<file path="src/verilog/gba_save_pkg.sv">
package gba_save_pkg;

	// ============================================================
	// Widths and constants
	// ============================================================
	localparam int dl_addr_w   = 27;   // Download byte address
	localparam int bios_addr_w = 12;   // BIOS 32-bit word address
	localparam int buf_addr_w  = 8;    // 256 halfwords per sector
	localparam int lba_w       = 8;    // Up to 256 sectors of backup

	localparam logic [7:0] bios_index = 8'd0;   // All ones is the code class, dropped here

	// Save size masks, in sectors minus one
	localparam logic [7:0] sz_eeprom = 8'h0F;
	localparam logic [7:0] sz_sram   = 8'h3F;
	localparam logic [7:0] sz_flash  = 8'h7F;   // Bit 7 comes from the 1M marker

	localparam logic [71:0] flash_marker = "FLASH1M_V";

	// ============================================================
	// Types
	// ============================================================

	// One download word, seen as a BIOS halfword or as two cart bytes
	typedef union packed {
		logic [15:0] half;
		struct packed {
			logic [7:0] hi_byte;
			logic [7:0] lo_byte;
		} bytes;
	} dl_word_t;

	typedef struct packed {
		logic                 download;
		logic [7:0]           index;
		logic [dl_addr_w-1:0] addr;
		logic                 wr;
		dl_word_t             dout;
	} dl_port_t;

	typedef struct packed {
		logic                   wr;
		logic [bios_addr_w-1:0] addr;
		logic [31:0]            data;
	} bios_wr_t;

	typedef struct packed {
		logic bus_req;
		logic eeprom;
		logic sram;
		logic flash;
	} save_evt_t;

	typedef struct packed {
		logic        mounted;
		logic        readonly;
		logic [63:0] size;    // Bytes
	} img_t;

	typedef struct packed {
		logic             rd;
		logic             wr;
		logic [lba_w-1:0] lba;
	} sd_req_t;

	typedef struct packed {
		logic                          req;     // One cycle per word
		logic                          rnw;     // High on save
		logic [lba_w+buf_addr_w-1:0]   addr;    // {lba, word}
		logic [15:0]                   wdata;
	} mem_req_t;

endpackage

</file>
<file path="src/verilog/save_tracker.sv">
`timescale 1ns/1ps

module save_tracker
	import gba_save_pkg::*;
(
	input  logic       clk_sys,
	input  logic       arst_n,
	input  save_evt_t  save_evt,
	input  logic       flash_1m,
	input  logic       cart_busy,
	input  logic       bk_busy,
	input  img_t       img,
	output logic [7:0] save_sz,
	output logic       bk_ena,
	output logic       bk_pending
);

	logic       cart_busy_d;
	logic       use_img;     // Image size overrides the strobes
	logic       save_hit;
	logic [7:0] evt_mask;

	assign save_hit = save_evt.bus_req & (save_evt.eeprom | save_evt.sram | save_evt.flash);

	// Mask widened by whichever save types this access touched
	always_comb begin
		evt_mask = '0;
		if (save_evt.eeprom) evt_mask = evt_mask | sz_eeprom;
		if (save_evt.sram)   evt_mask = evt_mask | sz_sram;
		if (save_evt.flash)  evt_mask = evt_mask | sz_flash | {flash_1m, 7'd0};
	end

	always_ff @(posedge clk_sys or negedge arst_n) begin
		if (!arst_n) begin
			cart_busy_d <= 1'b0;
			use_img     <= 1'b0;
			save_sz     <= '0;
			bk_ena      <= 1'b0;
			bk_pending  <= 1'b0;
		end else begin
			cart_busy_d <= cart_busy;

			if (cart_busy & ~cart_busy_d) begin
				use_img <= 1'b0;   // Fresh cart
				save_sz <= '0;
			end else if (img.mounted && |img.size && !img.readonly) begin
				use_img <= 1'b1;
				save_sz <= img.size[16:9] - 8'd1;   // 512-byte sectors
			end else if (save_evt.bus_req & ~use_img) begin
				save_sz <= save_sz | evt_mask;
			end

			bk_ena <= |save_sz;

			if (save_hit)     bk_pending <= 1'b1;
			else if (bk_busy) bk_pending <= 1'b0;   // Cleared by any load or save
		end
	end

endmodule

</file>
<file path="config.mk">
export PLATFORM = sky130hd
export DESIGN_NAME = save_tracker
export DESIGN_NICKNAME = d
export VERILOG_FILES = /design/src/verilog/gba_save_pkg.sv /design/src/verilog/save_tracker.sv
export SDC_FILE = /design/constraint.sdc
export NUM_CORES = 1
export LEC_CHECK = 0
export ABC_AREA = 1
export BUFFER_PORTS_ARGS = -buffer_cell sky130_fd_sc_hd__buf_2
export CORE_UTILIZATION = 39
export DETAILED_ROUTE_END_ITERATION = 10
export GPL_ROUTABILITY_DRIVEN = 0
export HOLD_SLACK_MARGIN = 0.03
export PLACE_DENSITY = 0.87
export SYNTH_ARGS = -nofsm -noshare
export SYNTH_HDL_FRONTEND = slang
export SYNTH_SLANG_ARGS = --single-unit
</file>
<file path="constraint.sdc">
create_clock -name clk_sys -period 1.4 [get_ports clk_sys]
set_clock_uncertainty 0.15 [all_clocks]
set_input_delay 0.14 -clock clk_sys [delete_from_list [all_inputs] [get_ports clk_sys]]
set_output_delay 0.14 -clock clk_sys [all_outputs]
set_load 0.05 [all_outputs]
</file>
# After elaboration in Yosys (flattened, before gate mapping)
# Index checks and enable logic that the tools add are counted.
dict set report word_totals {
  ff_bits 12
  inputBits 75
  output_inout_bits 10
  wordCells 33
}
dict set report classes {
  n_addsub 1
  muxes 10
  bitwise 9
  n_reduce_logical 8
}
# operator count
set op_table {}
lappend op_table {{$reduce_or 64->1} 1}
lappend op_table {{$mux 8} 4}
lappend op_table {{$or 7x8->8 const A} 1}
lappend op_table {{$or 8x8->8} 1}
lappend op_table {{$reduce_or 8->1} 1}
lappend op_table {{$sub 8x1->8 const B} 1}
lappend op_table {{$mux 6} 1}
lappend op_table {{$mux 1} 4}
lappend op_table {{$mux 4} 1}
lappend op_table {{$reduce_bool 2->1} 2}
lappend op_table {{$and 1x1->1} 3}
lappend op_table {{$reduce_bool 3->1} 1}
lappend op_table {{$logic_and 1x1->1} 2}
lappend op_table {{$not 1->1} 2}
lappend op_table {{$or 1x1->1} 2}
lappend op_table {{$logic_not 1->1} 1}

# Longest topological paths before layout
# Gate-level depths: netlist of run 1.
dict set report logic_depth {
  ltp_word 7
  depth_mapped 12
  depth_no_buf 12
}

# Worst setup path before layout of run 1
# Ideal clock, no wire load.
dict set report synth_path {
  path_kind {reg-to-reg}
  startpoint {register save_sz[1]}
  endpoint {register save_sz[1]}
  setup_ns 0.119
  arrival_time_ns 1.114
  t_required_ns 1.131
  slack_ns 0.018
  stages_incl_launch_ff 6
  path_buffers 0
  synth_period_minus_slack_ns 1.382
  path_cell_list {dfrtp_1 -> or2_2 -> nand2_2 -> nand2_1 -> nand2_1 -> nand2_1}
}
dict set report synth_between {
  elab_chain_cells 4
}
# element line_no
set synth_lines {}
lappend synth_lines {{start: declaration} save_tracker.sv:13} ;# output logic [7:0] save_sz,
lappend synth_lines {{start signal: assignment} save_tracker.sv:48} ;# save_sz <= img.size[16:9] - 8'd1;
lappend synth_lines {{start signal: assignment} save_tracker.sv:50} ;# save_sz <= save_sz | evt_mask;
lappend synth_lines {{$or 8x8->8} save_tracker.sv:50}
lappend synth_lines {{$mux 8} save_tracker.sv:49} ;# end else if (save_evt.bus_req & ~use_img) begin
lappend synth_lines {{$mux 8} save_tracker.sv:46} ;# end else if (img.mounted && |img.size && !img.readonly) begin
lappend synth_lines {{$mux 8} save_tracker.sv:43} ;# if (cart_busy & ~cart_busy_d) begin
# Every way passes these cells. The select of a mux whose other input is x is not followed.
# A chain may end at the register's enable or synchronous reset.

# Final worst setup path of run 1
dict set report layout_path {
  startpoint {input save_evt[3] (netlist name)}
  endpoint {register save_sz[2]}
}
dict set report layout_between {
  elab_chain_cells 2
}
# element line_no
set layout_lines {}
lappend layout_lines {{start: declaration} save_tracker.sv:8} ;# input save_evt_t save_evt,
lappend layout_lines {{$and 1x1->1} save_tracker.sv:49}
lappend layout_lines {{$reduce_bool 3->1 (no source line)} --}
# Every way passes these cells.

==> results of run 1 <==
## where the power goes
group,total [mW],switching [mW],internal (mW),leakage [nW]
registers,0.439,0.0460,0.393,0.144
clock network,0.276,0.118,0.158,0.0210
logic,0.544,0.332,0.212,0.807
total,1.26,0.496,0.763,0.971
## final cells by class
class,instances,area share [%]
Clock buffer,4,2.14
Inverter,15,3.32
Multi-Input combinational cell,150,41.7
Sequential cell,12,17.7
Tap cell,30,2.22
Timing Repair Buffer,101,32.9
## state kept, by name (all words and copies together) (netlist names)
signal	cells
bk_pending	1
save_sz	8
use_img	1
cart_busy_d	1
bk_ena	1
## worst max-delay path, delay by kind of cell
family / cells / cell delay (ns)
and+or+nand+nor: 3 / 0.29
AOI/OAI and AO/OA: 1 / 0.12
buffers and inverters: 3 / 0.81
## through the flow
stage	instances	power (mW)	cell area (um2)	TNS, ns	hold WS [ns]
final	312	1.26	1690	0	0.118
after global routing	312	1.34	1690	0	0.154
after CTS	311	1.25	1680	0	0.122
after detailed placement	303	0.973	1600	-0.884	-0.122
after global placement	303	0.962	1600	-0.721	-0.120
after floorplan	177	0.757	1070	0	-0.306
## how the worst min path moves through the flow
stage | startpoint | end | slack, ns | cells after the start
3_3_place_gp | arst_n | bk_ena | -0.12 | 1
2_1_floorplan | arst_n | bk_ena | -0.31 | 0
3_5_place_dp | arst_n | bk_ena | -0.12 | 1
4_1_cts | arst_n | bk_ena | 0.12 | 2
5_1_grt | img[64] | use_img | 0.15 | 4
6_report | arst_n | use_img | 0.12 | 2
## layout by cell type, fill, tap and decap left out, drive strengths merged
cell	n
buf	97
nand2	64
nor2	50
nand3	16
inv	15
dfrtp	12
or2	4
dlygate4sd3	4
clkbuf	4
nand3b	2
o21ai	2
xnor2	2
xor2	2
a21oi	2
nor4	1
nor3	1
o21bai	1
nand4	1
a21o	1
ha	1
## cells by family after synthesis
group / count (synthesis) / share of synthesized area [%]
DFF: 12 / 28.1
buffers and inverters: 16 / 7.14
and+or+nand+nor: 138 / 56.0
adders and majority gates: 1 / 1.17
xor gates and xnor gates: 4 / 3.28
AOI/OAI and AO/OA: 6 / 4.33
## repair_timing
item                                    4_1_cts  5_1_grt
resized for setup                             0        2
endpoints found under the hold margin        14        0
endpoints found under the setup margin        0        8
hold buffers                                  4        0
## metal layers
layer	part of all wire [%]	vias up	track usage, %
met3	7.1	8	2.50
met5	0	-	0
met1	41	613	25.8
li1	-	760	-
met2	50	73	43.5
met4	2.3	0	11.1
==> results.ini, run 1 <==
[routing]
drt_drc_violations_left=0
detailed_router_s_first_iteration_violation_count=45
detailedRoute.firstPassIterationCount=4
antenna_violating_nets_post_route=0
detail_route.wirelength_mm=3.09
wl_per_cell_um=9.91
vias=1454
drt-vias-per-instance=4.66

[setup_path]
setup.worst_path.start=save_evt[3]
crit_chain=dlygate4sd3_1 -> buf_2 -> nand2_1 -> o21ai_0 -> inv_2 -> nand3_1 -> nand2_1
r2r_setup_slack_ns=0.21
critical_path.max_stage_delay_ns=0.54
worstSetupPathType=primary input to flop
r2r.worst_path.cells=5
critical_path_arrival_ns=1.36
crit_top_cell=sky130_fd_sc_hd__nand2_1
critical_path.reg2reg.endpoint=save_sz[0]
timing.critical_path.to=save_sz[2]
cp_data_required_time_ns=1.46
crit_path_end_kind=flop
critPathSlowestCell=sky130_fd_sc_hd__dlygate4sd3_1
worstReg2RegStart=save_sz[0]
critical_path_fanout_max=8
crit_path_launch_type=primary input

[floorplan]
die-width_um=54.3
count_of_pins_on_the_block_boundary=85
std_cell_rows=18
initial_core_util_pct=42.4
dieHeight_um=54.3
die_ar_um2=2950
design.core.area_um2=2520

[clock_network]
clk_pin_slew_ns=0.08
cts-root-buf=sky130_fd_sc_hd__clkbuf_4
cts.htree.levels=1
clk_latency_ns=0.27
cts_tree=done
clkSinkCount=12
clock_tree.buffer_depth=2
numCtsBuffers=3
postCtsSetupRepairBufs=0

[pwr]
worst_ir_drop_vdd_v=0.000580
pwr_density_cell_nw_per_um2=744
p_leak_nw=0.971

[final_layout]
layout-drive-gt1-share_pct=41.1
final_nets=359
number_of_fill_cells_in_the_layout=226
syn2layout_area_growth_pct=58.5
register_area_um2=300
final_core_utilization_pct=67.2
num_antenna_cells=0
multi_input_area_um2=706

[synth]
netlist_area_um2=1070
ys_seq_elements=12
synthesis.instances=177
yosys.area.top_type=sky130_fd_sc_hd__dfrtp_1
yosysMostFrequentCell=sky130_fd_sc_hd__nand2_1
synth_fp_nets=253
synth.top_cells.by_count=sky130_fd_sc_hd__nand2_1, sky130_fd_sc_hd__nor2_1, sky130_fd_sc_hd__nand3_1
ys_top_cells_by_area=sky130_fd_sc_hd__dfrtp_1, sky130_fd_sc_hd__nand2_1, sky130_fd_sc_hd__nor2_1
synth_top_area_share_pct=28.1
postSynthAreaPerCell_um2=6.04
synth_warnings=0
synth_ff_type=sky130_fd_sc_hd__dfrtp_1
ys_seq_area_share_pct=28.1
synth_enable_flop_cells=0
async_reset_ff_share_pct=100
number_of_distinct_library_cells_after_synthesis=23

[sta]
tightestPinTransition_ns=0.460
worst_slew_margin_rel_pct=69.3
final_hold_viol_count=0
min_period_over_period_pct=92.8
max_freq_mhz=770
final-max-slew-violation-count=0
finalWorstPathRequiredPeriod_ns=1.30
setup_viol=0
final_critical_path_setup_slack_ns=0.101
grt_setup_unrepaired=no

[global_route]
via_count_of_the_first_global_routing_pass=1380
grt_first_pass_wirelength_mm=5.15
grt_max_degree=16
overflow_left_after_global_routing=0
grt_antenna_before_repair=0
track_usage_pct=23.3

[placement]
dp_slack_ns=-0.123
numPortBuffers=84
post-dp-hpwl_mm=2.52

[worst_hold_path]
hold_path.class=primary input to async pin

[run_status]
status=finished clean

[run]
max_cap_violations=0

No activity file was read; power rests on OpenSTA's default activity.
==> run 2: changes to the inputs <==
CORE_MARGIN = 4   (was default)
MAX_ROUTING_LAYER = met4   (was default)
==> run 2 against run 1 <==
Compared with the run above: register-to-register slack is essentially flat; design area shrank 1.6%; routed wire length grew 2.5%; final cell count shrank 0.64%; largest cell class unchanged.
==> results.ini, run 2 (synthesis gave the netlist of run 1 again) <==
[global_route]
grt_max_degree=18  ; +2
grt_antenna_before_repair=0  ; unchanged
via_count_of_the_first_global_routing_pass=1261  ; -8.6%
track_usage_pct=19.1  ; -4.2 points
grt_first_pass_wirelength_mm=5.21  ; +1.2%
overflow_left_after_global_routing=0  ; unchanged

[routing]
detailedRoute.firstPassIterationCount=4  ; unchanged
drt-vias-per-instance=4.42  ; -5.1%
vias=1371  ; -5.7%
antenna_violating_nets_post_route=0  ; unchanged
detailed_router_s_first_iteration_violation_count=36  ; -20%
detail_route.wirelength_mm=3.17  ; +2.5%
drt_drc_violations_left=0  ; unchanged
wl_per_cell_um=10.2  ; +3.2%

[pwr]
pwr_density_cell_nw_per_um2=710  ; -4.6%
p_leak_nw=0.962  ; -0.99%
worst_ir_drop_vdd_v=0.000761  ; +31%

[setup_path]
cp_data_required_time_ns=1.46  ; about the same
r2r_setup_slack_ns=0.20  ; about the same
critPathSlowestCell=sky130_fd_sc_hd__dlygate4sd3_1
critPathTopFamily=buffers and inverters
cp.buffers_inverters=3  ; unchanged
critical_path.reg2reg.endpoint=save_sz[1]
worstSetupPathType=primary input to flop
crit_path_launch_type=primary input
crit_chain=dlygate4sd3_1 -> buf_2 -> nand2_1 -> o21ai_0 -> inv_2 -> nand3_1 -> nand2_1
critical_path_arrival_ns=1.36  ; about the same
r2r.worst_path.cells=5  ; unchanged
crit_path_end_kind=flop
critical_path_fanout_max=8  ; unchanged
total_stage_count_of_the_critical_path=7  ; unchanged
worstReg2RegStart=save_sz[1]
critical_path.max_stage_delay_ns=0.54  ; about the same
crit_top_cell=sky130_fd_sc_hd__nand2_1

[sta]
grt_setup_unrepaired=no
final_hold_viol_count=0  ; unchanged
min_period_over_period_pct=92.8  ; about the same
final-max-slew-violation-count=0  ; unchanged
setup_viol=0  ; unchanged
final_critical_path_setup_slack_ns=0.101  ; +0.0000340 ns
tightestPinTransition_ns=0.376  ; -0.0839 ns
finalWorstPathRequiredPeriod_ns=1.30  ; -0.0000340 ns
timing.setup.tns_ns=0  ; unchanged
max_freq_mhz=770  ; about the same
worst_slew_margin_rel_pct=74.9  ; +5.6 points

[final_layout]
layout-drive-gt1-share_pct=40.4  ; -0.78 points
layout.cells.most_common=sky130_fd_sc_hd__buf_2
most-common-layout-cells=sky130_fd_sc_hd__buf_2, sky130_fd_sc_hd__nand2_1, sky130_fd_sc_hd__nor2_1
num_antenna_cells=0  ; unchanged
final_nets=358  ; -0.28%
largest-register=save_sz
largest_reg_flops=8  ; unchanged
syn2layout_area_growth_pct=56.0
stdcell_count=310  ; -0.64%

[placement]
dp_slack_ns=-0.129  ; -0.00628 ns
numPortBuffers=84  ; unchanged
cell_count_after_placement=303  ; unchanged
post-dp-hpwl_mm=2.76  ; +9.5%

[floorplan]
count_of_pins_on_the_block_boundary=85  ; unchanged
die-width_um=60.3  ; +11%
design.core.area_um2=2540  ; +0.89%
initial_core_util_pct=42.0  ; -0.37 points
dieHeight_um=60.3  ; +11%
std_cell_rows=18  ; unchanged
die_ar_um2=3640  ; +23%

[run_status]
status=finished clean

[clock_network]
clkSinkCount=12  ; unchanged
cts.htree.levels=1  ; unchanged
clk_pin_slew_ns=0.07  ; about the same
clk_latency_ns=0.27  ; about the same
cts_tree=done
numCtsBuffers=3  ; unchanged
cts-root-buf=sky130_fd_sc_hd__clkbuf_4
clock_tree.buffer_depth=2  ; unchanged

[worst_hold_path]
hold_path.class=primary input to async pin

[run]
max_cap_violations=0  ; unchanged

[run 2: cell count changes in the layout (fill, tap and decap cells not counted)]
cell | previous run | this run
sky130_fd_sc_hd__clkbuf_8 | 1 | 0
sky130_fd_sc_hd__nor2_1 | 45 | 46
sky130_fd_sc_hd__nand2_4 | 2 | 1
sky130_fd_sc_hd__nor2_2 | 5 | 4
[run 2: worst reg2reg max path, delay by kind of cell, from the launching register on]
kind,cells,cell delay (ns)
AND/OR/NAND/NOR,5,0.52
flip-flops,1,0.42
[run 2: routing by layer]
metal	track usage [%]	share of wire, %	up-vias
li1	-	-	755
met1	22.5	40	583
met4	4.75	2.0	0
met5	-	0	-
met2	33.2	54	25
met3	3.83	4.4	8
[run 2: how the worst max path moves through the flow]
stage	start	end
6_report	save_evt[3]	save_sz[0]
5_1_grt	save_evt[3]	save_sz[5]
4_1_cts	save_evt[3]	save_sz[0]
3_5_place_dp	img[13]	save_sz[4]
3_3_place_gp	img[13]	save_sz[2]
2_1_floorplan	save_sz[1]	save_sz[1]
[run 2: timing repair]
item	in CTS	in global routing
hold buffers	4	0
setup endpoints to repair	0	8
endpoints found under the hold margin	14	0
gates resized for setup	0	1
buffers inserted	0	0
[run 2: final cells by class]
cell class                 instances  area, um2
multi-input combinational        149        692
inverter                          15       56.3
timing repair buffer             101        558
sequential                        12        300
clock buffer                       3       22.5
fill                             243        878
tap                               30       37.5
[run 2: through the flow]
stage	power (mW)	instance area, um2	util, %	hold slack (ns)
5_1_grt	1.27	1670	65.5	0.134
2_1_floorplan	0.757	1070	-	-0.306
3_5_place_dp	0.975	1600	63.0	-0.122
6_report	1.18	1670	65.5	0.111
3_3_place_gp	0.964	1600	63.0	-0.124
4_1_cts	1.19	1670	65.5	0.120
[run 2: power breakdown]
group          leakage [nW]  switching (mW)  total (mW)  internal, mW
Clock                0.0138           0.109       0.208        0.0996
Combinational         0.804           0.328       0.539         0.211
Sequential            0.144          0.0420       0.435         0.393
Total                 0.962           0.479        1.18         0.704
==> run 3: changes to the inputs <==
RECOVER_POWER = 50   (was default)
==> run 3 against run 2 <==
Compared with the run above: sequential power about the same; die area unchanged; utilization hardly changed; fmax up 0.34%; global-route usage is the same; first-iteration DRC count down 2.8%; non-clock buffer count unchanged; sequential cell count stayed put; worst hold slack gained 0.0022 ns; highest routed layer unchanged.
==> results.ini, run 3 (synthesis gave the netlist of run 1 again) <==
[floorplan]
die_ar_um2=3640  ; unchanged
std_cell_rows=18  ; unchanged
die-width_um=60.3  ; unchanged
initial_core_util_pct=42.0  ; unchanged
count_of_pins_on_the_block_boundary=85  ; unchanged
dieHeight_um=60.3  ; unchanged
design.core.area_um2=2540  ; unchanged

[clock_network]
cts_tree=done
clkSinkCount=12  ; unchanged
clk_pin_slew_ns=0.07  ; about the same
numCtsBuffers=3  ; unchanged
cts.htree.levels=1  ; unchanged
postCtsSetupRepairBufs=0  ; unchanged
cts-root-buf=sky130_fd_sc_hd__clkbuf_4
clk_latency_ns=0.27  ; about the same
clock_tree.buffer_depth=2  ; unchanged

[global_route]
via_count_of_the_first_global_routing_pass=1261  ; unchanged
grt_max_degree=18  ; unchanged
grt_first_pass_wirelength_mm=5.21  ; unchanged
overflow_left_after_global_routing=0  ; unchanged
grt_antenna_before_repair=0  ; unchanged
track_usage_pct=19.1  ; unchanged

[pwr]
p_leak_nw=0.960  ; -0.14%
pwr_density_cell_nw_per_um2=710  ; about the same
p_total_mw=1.18  ; about the same
worst_ir_drop_vdd_v=0.000761  ; about the same

[sta]
final_hold_viol_count=0  ; unchanged
max_freq_mhz=773  ; +0.34%
finalWorstPathRequiredPeriod_ns=1.29  ; -0.00434 ns
grt_setup_unrepaired=no
final_critical_path_setup_slack_ns=0.106  ; +0.00434 ns
worst_slew_margin_rel_pct=58.3  ; -17 points
tightestPinTransition_ns=0.626  ; +0.250 ns
min_period_over_period_pct=92.4  ; -0.31 points
setup_viol=0  ; unchanged
final-max-slew-violation-count=0  ; unchanged

[routing]
drt_drc_violations_left=0  ; unchanged
drt-vias-per-instance=4.43  ; about the same
detail_route.wirelength_mm=3.17  ; about the same
wl_per_cell_um=10.2  ; about the same
detailedRoute.firstPassIterationCount=4  ; unchanged
detailed_router_s_first_iteration_violation_count=35  ; -2.8%
antenna_violating_nets_post_route=0  ; unchanged
vias=1372  ; +0.073%

[setup_path]
cp_data_required_time_ns=1.46  ; about the same
crit_path_launch_type=primary input
crit_path_end_kind=flop
critical_path_arrival_ns=1.35  ; about the same
worstSetupPathType=primary input to flop
critical_path_fanout_max=8  ; unchanged

[final_layout]
largest-register=save_sz
syn2layout_area_growth_pct=55.9  ; about the same
layout-drive-gt1-share_pct=40.0  ; -0.36 points
layout.cells.most_common=sky130_fd_sc_hd__buf_2
most-common-layout-cells=sky130_fd_sc_hd__buf_2, sky130_fd_sc_hd__nand2_1, sky130_fd_sc_hd__nor2_1
largest_reg_flops=8  ; unchanged
number_of_fill_cells_in_the_layout=243  ; unchanged
final_nets=358  ; unchanged
num_antenna_cells=0  ; unchanged

[placement]
dp_slack_ns=-0.129  ; unchanged
post-dp-hpwl_mm=2.76  ; unchanged
numPortBuffers=84  ; unchanged

[worst_hold_path]
hold_path.class=primary input to flop

[run_status]
status=finished clean

[run]
max_cap_violations=0  ; unchanged

## run 3: final timing paths
path | cells after the start | slack [ns] | start | endpoint
worst max-delay path | 7 | 0.11 | save_evt[3] | save_sz[0]
worst min-delay path | 7 | 0.11 | save_evt[2] | save_sz[3]
worst max register to register | 5 | 0.20 | save_sz[1] | save_sz[1]
worst min register to register | 2 | 0.38 | use_img | use_img
max in group asynchronous | 2 | 0.45 | arst_n | cart_busy_d
min in group asynchronous | 2 | 0.24 | arst_n | bk_ena
## run 3: what timing repair did
item / in CTS / in global routing
endpoints found under the hold margin: 14 / 0
hold buffers: 4 / 0
endpoints found under the setup margin: 0 / 8
resized for setup: 0 / 1
## run 3: cell type report
type	count	area, um2	share of cell area, %
timing repair buffer	101	557	33.4
inverter	15	56.3	3.38
tap	30	37.5	2.25
clock buffer	3	22.5	1.35
sequential	12	300	18.0
multi-input combinational	149	692	41.5
## run 3: where the power goes
part	internal (mW)	total, mW	switching [mW]	leakage (nW)
clock	0.0996	0.209	0.109	0.0138
combinational	0.211	0.538	0.328	0.803
sequential	0.393	0.435	0.0419	0.144
total	0.703	1.18	0.479	0.960
## run 3: per-layer routing
| metal | up-vias | wire length, um | part of all wire (%) | global-route usage, % |
|---|---|---|---|---|
| met5 | - | 0 | 0 | - |
| met4 | 0 | 63 | 2.0 | 4.75 |
| met3 | 8 | 141 | 4.5 | 3.83 |
| li1 | 755 | - | - | - |
| met2 | 26 | 1720 | 54 | 33.2 |
| met1 | 583 | 1240 | 39 | 22.5 |
## run 3: metrics by stage
step / hold slack, ns / setup TNS [ns] / instance area, um2 / instances / utilization [%]
after floorplan: -0.306 / 0 / 1070 / 177 / -
after global placement: -0.124 / -0.614 / 1600 / 303 / 63.0
after detailed placement: -0.122 / -0.831 / 1600 / 303 / 63.0
after CTS: 0.120 / 0 / 1670 / 310 / 65.5
after global routing: 0.155 / 0 / 1670 / 310 / 65.4
final: 0.113 / 0 / 1670 / 310 / 65.4
## run 3: worst max-delay path: stages
cell and delay (ns):
sky130_fd_sc_hd__dlygate4sd3_1 0.54, sky130_fd_sc_hd__buf_2 0.13, sky130_fd_sc_hd__nand2_1 0.11, sky130_fd_sc_hd__o21ai_0 0.12
sky130_fd_sc_hd__inv_2 0.14, sky130_fd_sc_hd__nand3_1 0.10, sky130_fd_sc_hd__nand2_1 0.07
